`src/logic/cache_pkg.sv`:
```
`default_nettype none

package cache_pkg;

  localparam int ADDR_WIDTH    = 32;  // byte address
  localparam int DATA_WIDTH    = 32;  // cpu and memory word
  localparam int BE_WIDTH      = DATA_WIDTH / 8;

  // line geometry
  localparam int LINE_WORDS    = 4;   // also beats per burst
  localparam int WORD_IDX_BITS = $clog2(LINE_WORDS);
  localparam int BYTE_OFF_BITS = $clog2(BE_WIDTH);

  localparam int WAY_COUNT     = 4;
  localparam int WAY_BITS      = $clog2(WAY_COUNT);

endpackage

`default_nettype wire

```
`src/logic/way_bus_if.sv`:
```
`default_nettype none

interface way_bus_if #(
  parameter int line_count = 16
);

  localparam int index_bits = $clog2(line_count);
  localparam int tag_bits   = cache_pkg::ADDR_WIDTH - index_bits
                              - cache_pkg::WORD_IDX_BITS - cache_pkg::BYTE_OFF_BITS;

  // way storage status
  logic                                hit;
  logic                                victim_dirty;
  logic                                victim_valid;
  logic [tag_bits-1:0]                 victim_tag;
  logic [cache_pkg::DATA_WIDTH-1:0]    line_word;  // victim word at fill_count

  // controller strobes
  logic                                fill_start;
  logic                                fill_word;
  logic                                fill_done;
  logic [cache_pkg::WORD_IDX_BITS-1:0] fill_count;
  logic                                evict;

  modport ctrl (
    input  hit, victim_dirty, victim_valid, victim_tag, line_word,
    output fill_start, fill_word, fill_done, fill_count, evict
  );

  modport ways (
    output hit, victim_dirty, victim_valid, victim_tag, line_word,
    input  fill_start, fill_word, fill_done, fill_count, evict
  );

endinterface

`default_nettype wire

```
`src/logic/cache_ctrl.sv`:
```
`default_nettype none

module cache_ctrl #(
  parameter int line_count = 16
) (
  input  wire                                 clock,
  input  wire                                 reset_n,

  input  wire  [cache_pkg::ADDR_WIDTH-1:0]    cpu_addr,
  input  wire                                 cpu_rd,
  input  wire                                 cpu_wr,
  output logic                                cpu_waitrequest,
  output logic                                cpu_rd_valid,

  input  wire                                 mem_rd_valid,
  input  wire                                 mem_waitrequest,
  output logic [cache_pkg::ADDR_WIDTH-1:0]    mem_addr_r,
  output logic                                mem_rd_r,
  output logic                                mem_wr_r,
  output logic [cache_pkg::DATA_WIDTH-1:0]    mem_wr_data_r,

  way_bus_if.ctrl                             bus
);

  localparam int index_bits = $clog2(line_count);
  localparam int line_off   = cache_pkg::WORD_IDX_BITS + cache_pkg::BYTE_OFF_BITS;

  typedef enum logic [1:0] {
    idle,
    writeback,
    allocate
  } state_t;

  state_t                              state;
  state_t                              next_state;
  logic [cache_pkg::WORD_IDX_BITS-1:0] cnt;  // shared beat counter
  logic                                request;
  logic                                last_word;
  logic                                wr_accept;
  logic [index_bits-1:0]               cpu_index;

  assign request   = cpu_rd | cpu_wr;
  assign cpu_index = cpu_addr[line_off +: index_bits];
  assign last_word = (cnt == cache_pkg::WORD_IDX_BITS'(cache_pkg::LINE_WORDS - 1));
  assign wr_accept = (state == writeback) & mem_wr_r & ~mem_waitrequest;

  assign cpu_waitrequest = request & ~bus.hit;
  assign cpu_rd_valid    = cpu_rd & bus.hit;

  // writeback looks one word ahead so the next word is ready on accept
  assign bus.fill_count = (state == writeback) ? cnt + 1'b1 : cnt;
  assign bus.fill_word  = (state == allocate) & mem_rd_valid;
  assign bus.fill_done  = bus.fill_word & last_word;

  always_comb begin
    next_state     = state;
    bus.evict      = 1'b0;
    bus.fill_start = 1'b0;
    case (state)
      idle: begin
        if (request && !bus.hit) begin
          if (bus.victim_valid && bus.victim_dirty) begin
            bus.evict  = 1'b1;
            next_state = writeback;
          end else begin
            bus.fill_start = 1'b1;
            next_state     = allocate;
          end
        end
      end
      writeback: begin
        if (wr_accept && last_word) begin  // last word gone
          bus.fill_start = 1'b1;
          next_state     = allocate;
        end
      end
      allocate: begin
        if (bus.fill_done)
          next_state = idle;
      end
      default: next_state = idle;
    endcase
  end

  always_ff @(posedge clock or negedge reset_n) begin
    if (!reset_n) begin
      state      <= idle;
      cnt        <= '0;
      mem_addr_r <= '0;
      mem_rd_r   <= 1'b0;
      mem_wr_r   <= 1'b0;
    end else begin
      state <= next_state;
      if (mem_rd_r && !mem_waitrequest)
        mem_rd_r <= 1'b0;
      if (bus.fill_word)
        cnt <= cnt + 1'b1;
      if (bus.evict) begin
        mem_addr_r <= {bus.victim_tag, cpu_index, {line_off{1'b0}}};
        mem_wr_r   <= 1'b1;
        cnt        <= '0;
      end else if (bus.fill_start) begin
        mem_addr_r <= {cpu_addr[cache_pkg::ADDR_WIDTH-1:line_off], {line_off{1'b0}}};
        mem_wr_r   <= 1'b0;
        mem_rd_r   <= 1'b1;
        cnt        <= '0;
      end else if (wr_accept) begin
        mem_addr_r <= mem_addr_r + cache_pkg::ADDR_WIDTH'(cache_pkg::BE_WIDTH);
        cnt        <= cnt + 1'b1;
      end
    end
  end

  // write data follows the victim word pointer
  always_ff @(posedge clock) begin
    if (bus.evict || wr_accept)
      mem_wr_data_r <= bus.line_word;
  end

endmodule

`default_nettype wire

```
`src/flat_wrapper.sv`:
```
// flat-port wrapper written by rule: the top's interface ports become plain ports
module cache_ctrl_flat 
#(
  parameter int line_count = 16
)
  (clock, reset_n, cpu_addr, cpu_rd, cpu_wr, cpu_waitrequest, cpu_rd_valid, mem_rd_valid, mem_waitrequest, mem_addr_r, mem_rd_r, mem_wr_r, mem_wr_data_r, bus_hit, bus_victim_dirty, bus_victim_valid, bus_victim_tag, bus_line_word, bus_fill_start, bus_fill_word, bus_fill_done, bus_fill_count, bus_evict);
  way_bus_if #(.line_count(line_count)) bus_i ();
  input  wire clock;
  input  wire reset_n;
  input  wire  [cache_pkg::ADDR_WIDTH-1:0] cpu_addr;
  input  wire cpu_rd;
  input  wire cpu_wr;
  output logic cpu_waitrequest;
  output logic cpu_rd_valid;
  input  wire mem_rd_valid;
  input  wire mem_waitrequest;
  output logic [cache_pkg::ADDR_WIDTH-1:0] mem_addr_r;
  output logic mem_rd_r;
  output logic mem_wr_r;
  output logic [cache_pkg::DATA_WIDTH-1:0] mem_wr_data_r;
  input wire logic [$bits(bus_i.hit)-1:0] bus_hit;
  input wire logic [$bits(bus_i.victim_dirty)-1:0] bus_victim_dirty;
  input wire logic [$bits(bus_i.victim_valid)-1:0] bus_victim_valid;
  input wire logic [$bits(bus_i.victim_tag)-1:0] bus_victim_tag;
  input wire logic [$bits(bus_i.line_word)-1:0] bus_line_word;
  output wire logic [$bits(bus_i.fill_start)-1:0] bus_fill_start;
  output wire logic [$bits(bus_i.fill_word)-1:0] bus_fill_word;
  output wire logic [$bits(bus_i.fill_done)-1:0] bus_fill_done;
  output wire logic [$bits(bus_i.fill_count)-1:0] bus_fill_count;
  output wire logic [$bits(bus_i.evict)-1:0] bus_evict;
  assign bus_i.hit = bus_hit;
  assign bus_i.victim_dirty = bus_victim_dirty;
  assign bus_i.victim_valid = bus_victim_valid;
  assign bus_i.victim_tag = bus_victim_tag;
  assign bus_i.line_word = bus_line_word;
  assign bus_fill_start = bus_i.fill_start;
  assign bus_fill_word = bus_i.fill_word;
  assign bus_fill_done = bus_i.fill_done;
  assign bus_fill_count = bus_i.fill_count;
  assign bus_evict = bus_i.evict;
  cache_ctrl #(.line_count(line_count)) u_core (.clock(clock), .reset_n(reset_n), .cpu_addr(cpu_addr), .cpu_rd(cpu_rd), .cpu_wr(cpu_wr), .cpu_waitrequest(cpu_waitrequest), .cpu_rd_valid(cpu_rd_valid), .mem_rd_valid(mem_rd_valid), .mem_waitrequest(mem_waitrequest), .mem_addr_r(mem_addr_r), .mem_rd_r(mem_rd_r), .mem_wr_r(mem_wr_r), .mem_wr_data_r(mem_wr_data_r), .bus(bus_i));
endmodule
```
`config.mk`:
```
export PLATFORM = sky130hd
export DESIGN_NAME = cache_ctrl_flat
export DESIGN_NICKNAME = d
export VERILOG_FILES = /design/src/logic/cache_pkg.sv /design/src/logic/way_bus_if.sv /design/src/logic/cache_ctrl.sv /design/src/flat_wrapper.sv
export SDC_FILE = /design/constraint.sdc
export NUM_CORES = 1
export LEC_CHECK = 0
export ABC_AREA = 0
export BUFFER_PORTS_ARGS = -buffer_cell sky130_fd_sc_hd__buf_4
export CELL_PAD_IN_SITES_DETAIL_PLACEMENT = 1
export CELL_PAD_IN_SITES_GLOBAL_PLACEMENT = 2
export CORE_MARGIN = 1.5
export CORE_UTILIZATION = 25
export CTS_CLUSTER_DIAMETER = 30
export DETAILED_ROUTE_END_ITERATION = 16
export GPL_ROUTABILITY_DRIVEN = 0
export HOLD_SLACK_MARGIN = 0.03
export PLACE_DENSITY_LB_ADDON = 0.2
export SLEW_MARGIN = 40
export SYNTH_ARGS = -nofsm -noshare
export SYNTH_HDL_FRONTEND = slang
export SYNTH_SLANG_ARGS = --single-unit
export TNS_END_PERCENT = 100
```
`constraint.sdc`:
```
create_clock -name clock -period 3.47 [get_ports clock]
set_input_delay 0 -clock clock [delete_from_list [all_inputs] [get_ports clock]]
set_output_delay 0 -clock clock [all_outputs]
set_load 0.02 [all_outputs]
```
==> results.md, run 1 <==
- # clock sinks: 68
- Worst Max-Slew Pin Slew: 0.690 ns
- Maximum buffer depth of the clock tree: 2
- Post-synth EDFFs: 32
- DRC errors left: 0
- Leak: 2.53 nW
- Top cells by area, synth: edfxtp_1 (28%), dfrtp_1 (26%), o21ai_0 (3.6%)
- Filler cell count in the final layout: 1539
- GRT Overall Usage: 0.183
- Reg clk slew, reported paths: 0.06 ns
- Synth cell types: 62
- IO Port Bufs: 164
- Crit-path leading delay family: buffers and inverters
- Worst setup margin: 0.781 ns
- Die Span Y: 121 µm
- Worst r2r dst: u_core.mem_addr_r[13]
- IO Count: 171
- Cts bufs inserted: 9
- Dpl ws: 1.24 ns
- Crit Path Max Fanout: 39
- Reg area: 1860 µm²
- Final core utilization: 0.436
- Footprint of the multi-input gates: 1520 µm²
- Worst setup SP type: register
- Peak supply drop: 284 µV
- FF-to-FF Start: u_core.cnt[0]
- Postcts setup bufs: 0
- Initial core utilization: 0.254
- Largest net degree at the start of global routing: 40
- Final setup fails: 0
- Placed Instance Area: 4910 µm²
- WL final: 13100 µm
- Core Rows: 43
- Setup TNS: 0 ns
- Synthesis-to-layout area growth: 71.9%
- Syn. warnings: 0
- N_diodes: 0
- Die Area: 14700 µm²
- Synth top area share: 0.275
- Initial antenna violation count: 0
- Slowest cell on the critical path: dlygate4sd3_1
- Crit path launch: u_core.cnt[0]
- Nets: 652
- Mean routed wirelength per cell: 17.8 µm
- Period utilization: 0.775
- Worst Skew: 0.00360 ns
- Vias/cell: 4.90
- Grt ovf: 0
- Leading area contributor after synthesis: edfxtp_1
- Crit path arrival time: 2.88 ns
- Setup crit end: u_core.mem_addr_r[13]
- Post-DP HPWL: 8680 µm
- Flop-to-flop setup slack: 0.78 ns
- Flops & latches, synth: 68
- FF-to-FF path depth: 8
- Power Density: 597 nW/µm²
- RSZ-0062 raised after global routing: false
- ANT nets after route: 0
- Hold Crit Class: input port to register
- First-pass GRT wire length: 20600 µm
- Post-Syn Area: 3490 µm²
- Critical path class: register to register
- CTS tree: yes
- Sequential element share of the synthesized area: 0.533
- Highest clock rate: 0.372 GHz
- Slew margin rel.: 0.540
- Worst path depth: 8
- Slew Viols, Final: 0
- Worst path buffer plus inverter count: 3
- Post_cts resized: 0
- Starting DRT DRC Count: 219
- Number of H-tree levels: 3
- Max-cap violation count: 0
- Worst skew pair latency: 0.34 ns
- Vias in the first global route: 3816
- Ys async rst share: 0.529
- Setup crit end kind: register
- Post-route minimum period: 2.69 ns
- Final hold viol count: 0
- Share of cells above drive strength 1: 0.375
- Final instance area: 6000 µm²
- Worst-path cell chain: ha_1, inv_1, o22ai_2, buf_4, nor3b_1, a221oi_1, dlygate4sd3_1, o21ai_0
- Total chip power: 3.59 mW
- Core Region: 13800 µm²
- CP peak stage delay: 0.59 ns
- Syn avg cell area: 11.2 µm²
- Drt pass-1 iters: 4
- Outcome: completed
- Post-Syn Instances: 313
- Die Wd: 121 µm
- CP required: 3.67 ns
- Ys flop type: dfrtp_1
- Vias: 3619
- CTS root buffer: clkbuf_16
==> power breakdown <==
group / switching (mW) / internal (mW) / total [mW]
registers: 0.270 / 1.03 / 1.30
logic: 0.698 / 0.612 / 1.31
clock network: 0.335 / 0.644 / 0.979
total: 1.30 / 2.28 / 3.59
==> layer usage <==
metal  share of wire  global-route usage  up-vias  wire length [µm]
met4           0.015              0.0721        0               196
li1                -                   -     1706                 -
met3           0.065              0.0404       13               854
met2            0.47               0.305      134              6180
met5               0                   0        -                 0
met1            0.45               0.231     1766              5920
==> layout make-up <==
cell class | count | area share
multi-input combinational | 220 | 0.253
sequential | 68 | 0.310
clock inverter | 5 | 0.0125
tap | 180 | 0.0375
inverter | 8 | 0.00500
timing repair buffer | 246 | 0.341
clock buffer | 11 | 0.0404
==> state kept, by name, indices dropped and copies added (netlist names) <==
| name | count |
|---|---|
| u_core.mem_wr_data_r | 32 |
| u_core.mem_wr_r | 1 |
| u_core.mem_rd_r | 1 |
| u_core.state | 2 |
| u_core.cnt | 2 |
| u_core.mem_addr_r | 30 |
==> Yosys cell counts, types with 4 or more instances <==
cell type	instances
edfxtp_1	32
a21oi_1	8
nand4_1	4
mux2i_1	5
a222oi_1	6
o31a_1	5
a22oi_1	8
xnor2_1	4
o21ai_0	25
a221oi_1	7
buf_6	4
a31oi_1	5
inv_1	7
nor4_4	4
nor2_1	20
dfrtp_1	36
nand2_1	25
buf_2	6
nor3_1	9
nand3_1	12
o21ai_1	13
clkbuf_1	6
==> cell families after synthesis <==
kind of cell	count (synthesis)	share of synthesized area
buffers and inverters	26	0.0408
AO/OA/AOI/OAI	104	0.209
multiplexers	6	0.0176
other	1	0.00107
adder cells (fa/ha/maj)	2	0.00716
AND/OR/NAND/NOR	100	0.176
flip-flops	68	0.533
XOR/XNOR	6	0.0150
==> stage by stage <==
stage / hold WS [ns] / instances
after CTS: 0.0362 / 738
after floorplan: -0.296 / 314
after global placement: 0.0162 / 646
after detailed placement: 0.0140 / 646
after global routing: 0.0712 / 738
final: 0.0311 / 738
==> worst min-delay path by stage <==
stage / startpoint / to / slack [ns] / cells past startpoint
finish: cpu_addr[20] / u_core.mem_addr_r[20] / 0.03 / 4
global route: bus_victim_tag[15] / u_core.mem_addr_r[23] / 0.07 / 4
CTS: cpu_addr[20] / u_core.mem_addr_r[20] / 0.04 / 4
detailed placement: reset_n / u_core.mem_addr_r[29] / 0.01 / 1
global placement: reset_n / u_core.mem_addr_r[28] / 0.02 / 1
floorplan: reset_n / u_core.cnt[0] / -0.30 / 0
==> cells in the final DEF, fill, tap and decap left out, drive strengths merged, types with 3 or more instances in the layout <==
cell	synthesis	final
clkbuf	6	11
a32o	3	3
mux2i	5	5
nor4	7	7
buf	12	170
dfrtp	36	36
and3	3	3
clkinv	0	3
inv	8	8
nor3	9	9
a31oi	5	5
a21o	3	3
o31a	5	5
nand2	26	26
xnor2	4	4
nand3	14	14
a221oi	8	8
a22oi	11	11
nand4	6	6
a222oi	6	6
nor2	20	20
a21oi	8	8
o22ai	3	3
edfxtp	32	32
o21ai	38	38
dlygate4sd3	0	76
==> tightest hold or removal path: cells and delay by family <==
kind	cells	cell delay, ns
buffers and inverters	1	0.08
AO/OA/AOI/OAI	3	0.26
==> repair_timing <==
action / in CTS / in global routing
setup endpoints to repair: 0 / 0
hold endpoints to repair: 93 / 0
hold buffers: 76 / 0
Power figures use the tool's default switching activity.
==> run 2: changes to the inputs <==
--- a/config.mk
+++ b/config.mk
@@ -10,7 +10,7 @@
 export CELL_PAD_IN_SITES_DETAIL_PLACEMENT = 1
 export CELL_PAD_IN_SITES_GLOBAL_PLACEMENT = 2
 export CORE_MARGIN = 1.5
-export CORE_UTILIZATION = 25
+export CORE_UTILIZATION = 27
 export CTS_CLUSTER_DIAMETER = 30
 export DETAILED_ROUTE_END_ITERATION = 16
 export GPL_ROUTABILITY_DRIVEN = 0
==> constraint.sdc (replaced) <==
create_clock -name clock -period 2.6 [get_ports clock]
set_input_delay 0 -clock clock [delete_from_list [all_inputs] [get_ports clock]]
set_output_delay 0 -clock clock [all_outputs]
set_load 0.02 [all_outputs]
==> run 2 against run 1 <==
Effect of this change:
- non-clock buffer count increased by 9
- highest routed layer unchanged
- power increased by 35%
- register-to-register slack got worse by 0.72 ns
- sequential cell count unchanged
- largest power group unchanged
- critical endpoint is now u_core.mem_addr_r[16]
- via count increased by 0.64%
- worst hold slack improved by 0.0023 ns
- cell area increased by 1.4%
==> results.md, run 2 (same netlist as run 1, synthesis figures left out) <==
- Power Density: 794 nW/µm²
- Vias in the first global route: 3801
- Core Rows: 41
- Post-DP HPWL: 9020 µm
- Worst Skew: 0.00506 ns
- Share of cells above drive strength 1: 0.395
- ANT nets after route: 0
- Vias/cell: 4.93
- WL final: 13300 µm
- Commonest non-fill, non-tap cell in the layout: buf_4
- Drt pass-1 iters: 6
- Slew margin rel.: 0.627
- Leak: 2.55 nW
- IO Port Bufs: 164
- Die Area: 13600 µm²
- Crit path arrival time: 2.78 ns
- Worst hold slack: 0.0334 ns
- Grt ovf: 0
- CTS tree: yes
- Placed cells: 642
- Max-cap violation count: 0
- First-pass GRT wire length: 20500 µm
- # clock sinks: 68
- Worst skew pair latency: 0.34 ns
- Peak supply drop: 330 µV
- Final core utilization: 0.482
- Number of H-tree levels: 3
- Period utilization: 0.976
- Biggest regs: u_core.mem_wr_data_r x32, u_core.mem_addr_r x30
- Die Wd: 117 µm
- Critical path class: register to register
- Initial antenna violation count: 0
- Reg clk slew, reported paths: 0.06 ns
- Mean routed wirelength per cell: 18.0 µm
- Die Span Y: 117 µm
- Initial core utilization: 0.277
- Final instance area: 6090 µm²
- Final hold viol count: 0
- Nets: 661
- Worst-path cell chain: ha_4, inv_1, or4_4, nor4_2, a221oi_1, dlygate4sd3_1, o21ai_0
- Worst setup SP type: register
- CP peak stage delay: 0.60 ns
- Maximum buffer depth of the clock tree: 2
- Crit Path Max Fanout: 5
- Core Region: 12600 µm²
- Final setup fails: 0
- Worst Max-Slew Pin Slew: 0.555 ns
- Hold Crit Class: input port to register
- Most frequent cells in the layout: buf_4 (178), dlygate4sd3_1 (76), dfrtp_1 (35)
- Post-route minimum period: 2.54 ns
- Placed Instance Area: 4930 µm²
- Cts bufs inserted: 9
- CTS root buffer: clkbuf_16
- Non-Filler Instances: 739
- DRC errors left: 0
- Setup crit end kind: register
- N_diodes: 0
- GRT Overall Usage: 0.200
- Total chip power: 4.83 mW
- IO Count: 171
- Reg with most FFs: u_core.mem_wr_data_r
- Synthesis-to-layout area growth: 74.2%
- Starting DRT DRC Count: 173
- Max FFs per register: 32
- Largest net degree at the start of global routing: 40
- Slew Viols, Final: 0
- Slowest cell on the critical path: or4_4
- Outcome: completed
- Vias: 3642
- Highest clock rate: 0.394 GHz
- CP required: 2.85 ns
## run 2: changes by cell type in the layout (fill, tap and decap cells not counted), sizes merged
cell / delta
bufinv: -1
clkinv: -1
inv: +3
clkbuf: -2
buf: +9
clkinvlp: +1
## run 2: layout make-up
cell class | count | area [µm²]
clock buffer | 9 | 225
clock inverter | 7 | 83.8
fill | 1433 | 6530
inverter | 8 | 30.0
multi-input combinational | 220 | 1550
sequential | 68 | 1860
tap | 172 | 215
timing repair buffer | 255 | 2120
## run 2: path summary, 6_finish.rpt
kind                       depth (start not counted)  slack (ns)               endpoint                 start
min                                                4        0.03  u_core.mem_addr_r[20]          cpu_addr[20]
min reg2reg                                        2        0.50        u_core.mem_rd_r       u_core.mem_rd_r
max in group asynchronous                          2        2.00   u_core.mem_addr_r[2]               reset_n
max                                                7        0.06  u_core.mem_addr_r[16]  u_core.mem_addr_r[3]
max reg2reg                                        7        0.06  u_core.mem_addr_r[16]  u_core.mem_addr_r[3]
min in group asynchronous                          2        0.18   u_core.mem_addr_r[5]               reset_n
## run 2: metrics by stage
step | setup slack, ns | setup TNS [ns]
after floorplan | 0.0956 | 0
after global placement | 0.555 | 0
after detailed placement | 0.533 | 0
after CTS | 0.0254 | 0
after global routing | -0.0696 | -0.0696
final | 0.0628 | 0
## run 2: worst max-delay path: cells and delay by family (launching register included)
kind | cells | cell delay (ns)
AND/OR/NAND/NOR | 2 | 0.87
buffers and inverters | 2 | 0.67
flip-flops | 1 | 0.45
AO/OA/AOI/OAI | 2 | 0.27
adder cells (fa/ha/maj) | 1 | 0.20
## run 2: repair_timing
| item | in CTS | in global routing |
|---|---|---|
| gates resized for setup | 0 | 9 |
| hold buffers | 76 | 0 |
| setup endpoints to repair | 0 | 7 |
| buffers inserted | 0 | 5 |
| endpoints found under the hold margin | 93 | 0 |
## run 2: routing by layer
metal  track usage  share of wire  routed length [µm]
met1         0.246           0.42                5600
met2         0.354           0.52                6940
met3        0.0529          0.051                 685
met4        0.0410         0.0084                 112
met5             0              0                   0
## run 2: where the power goes
part           internal [mW]  switching [mW]  total (mW)
Sequential              1.37           0.383        1.75
Clock                  0.760           0.528        1.29
Combinational          0.853           0.941        1.79
Total                   2.98            1.85        4.83
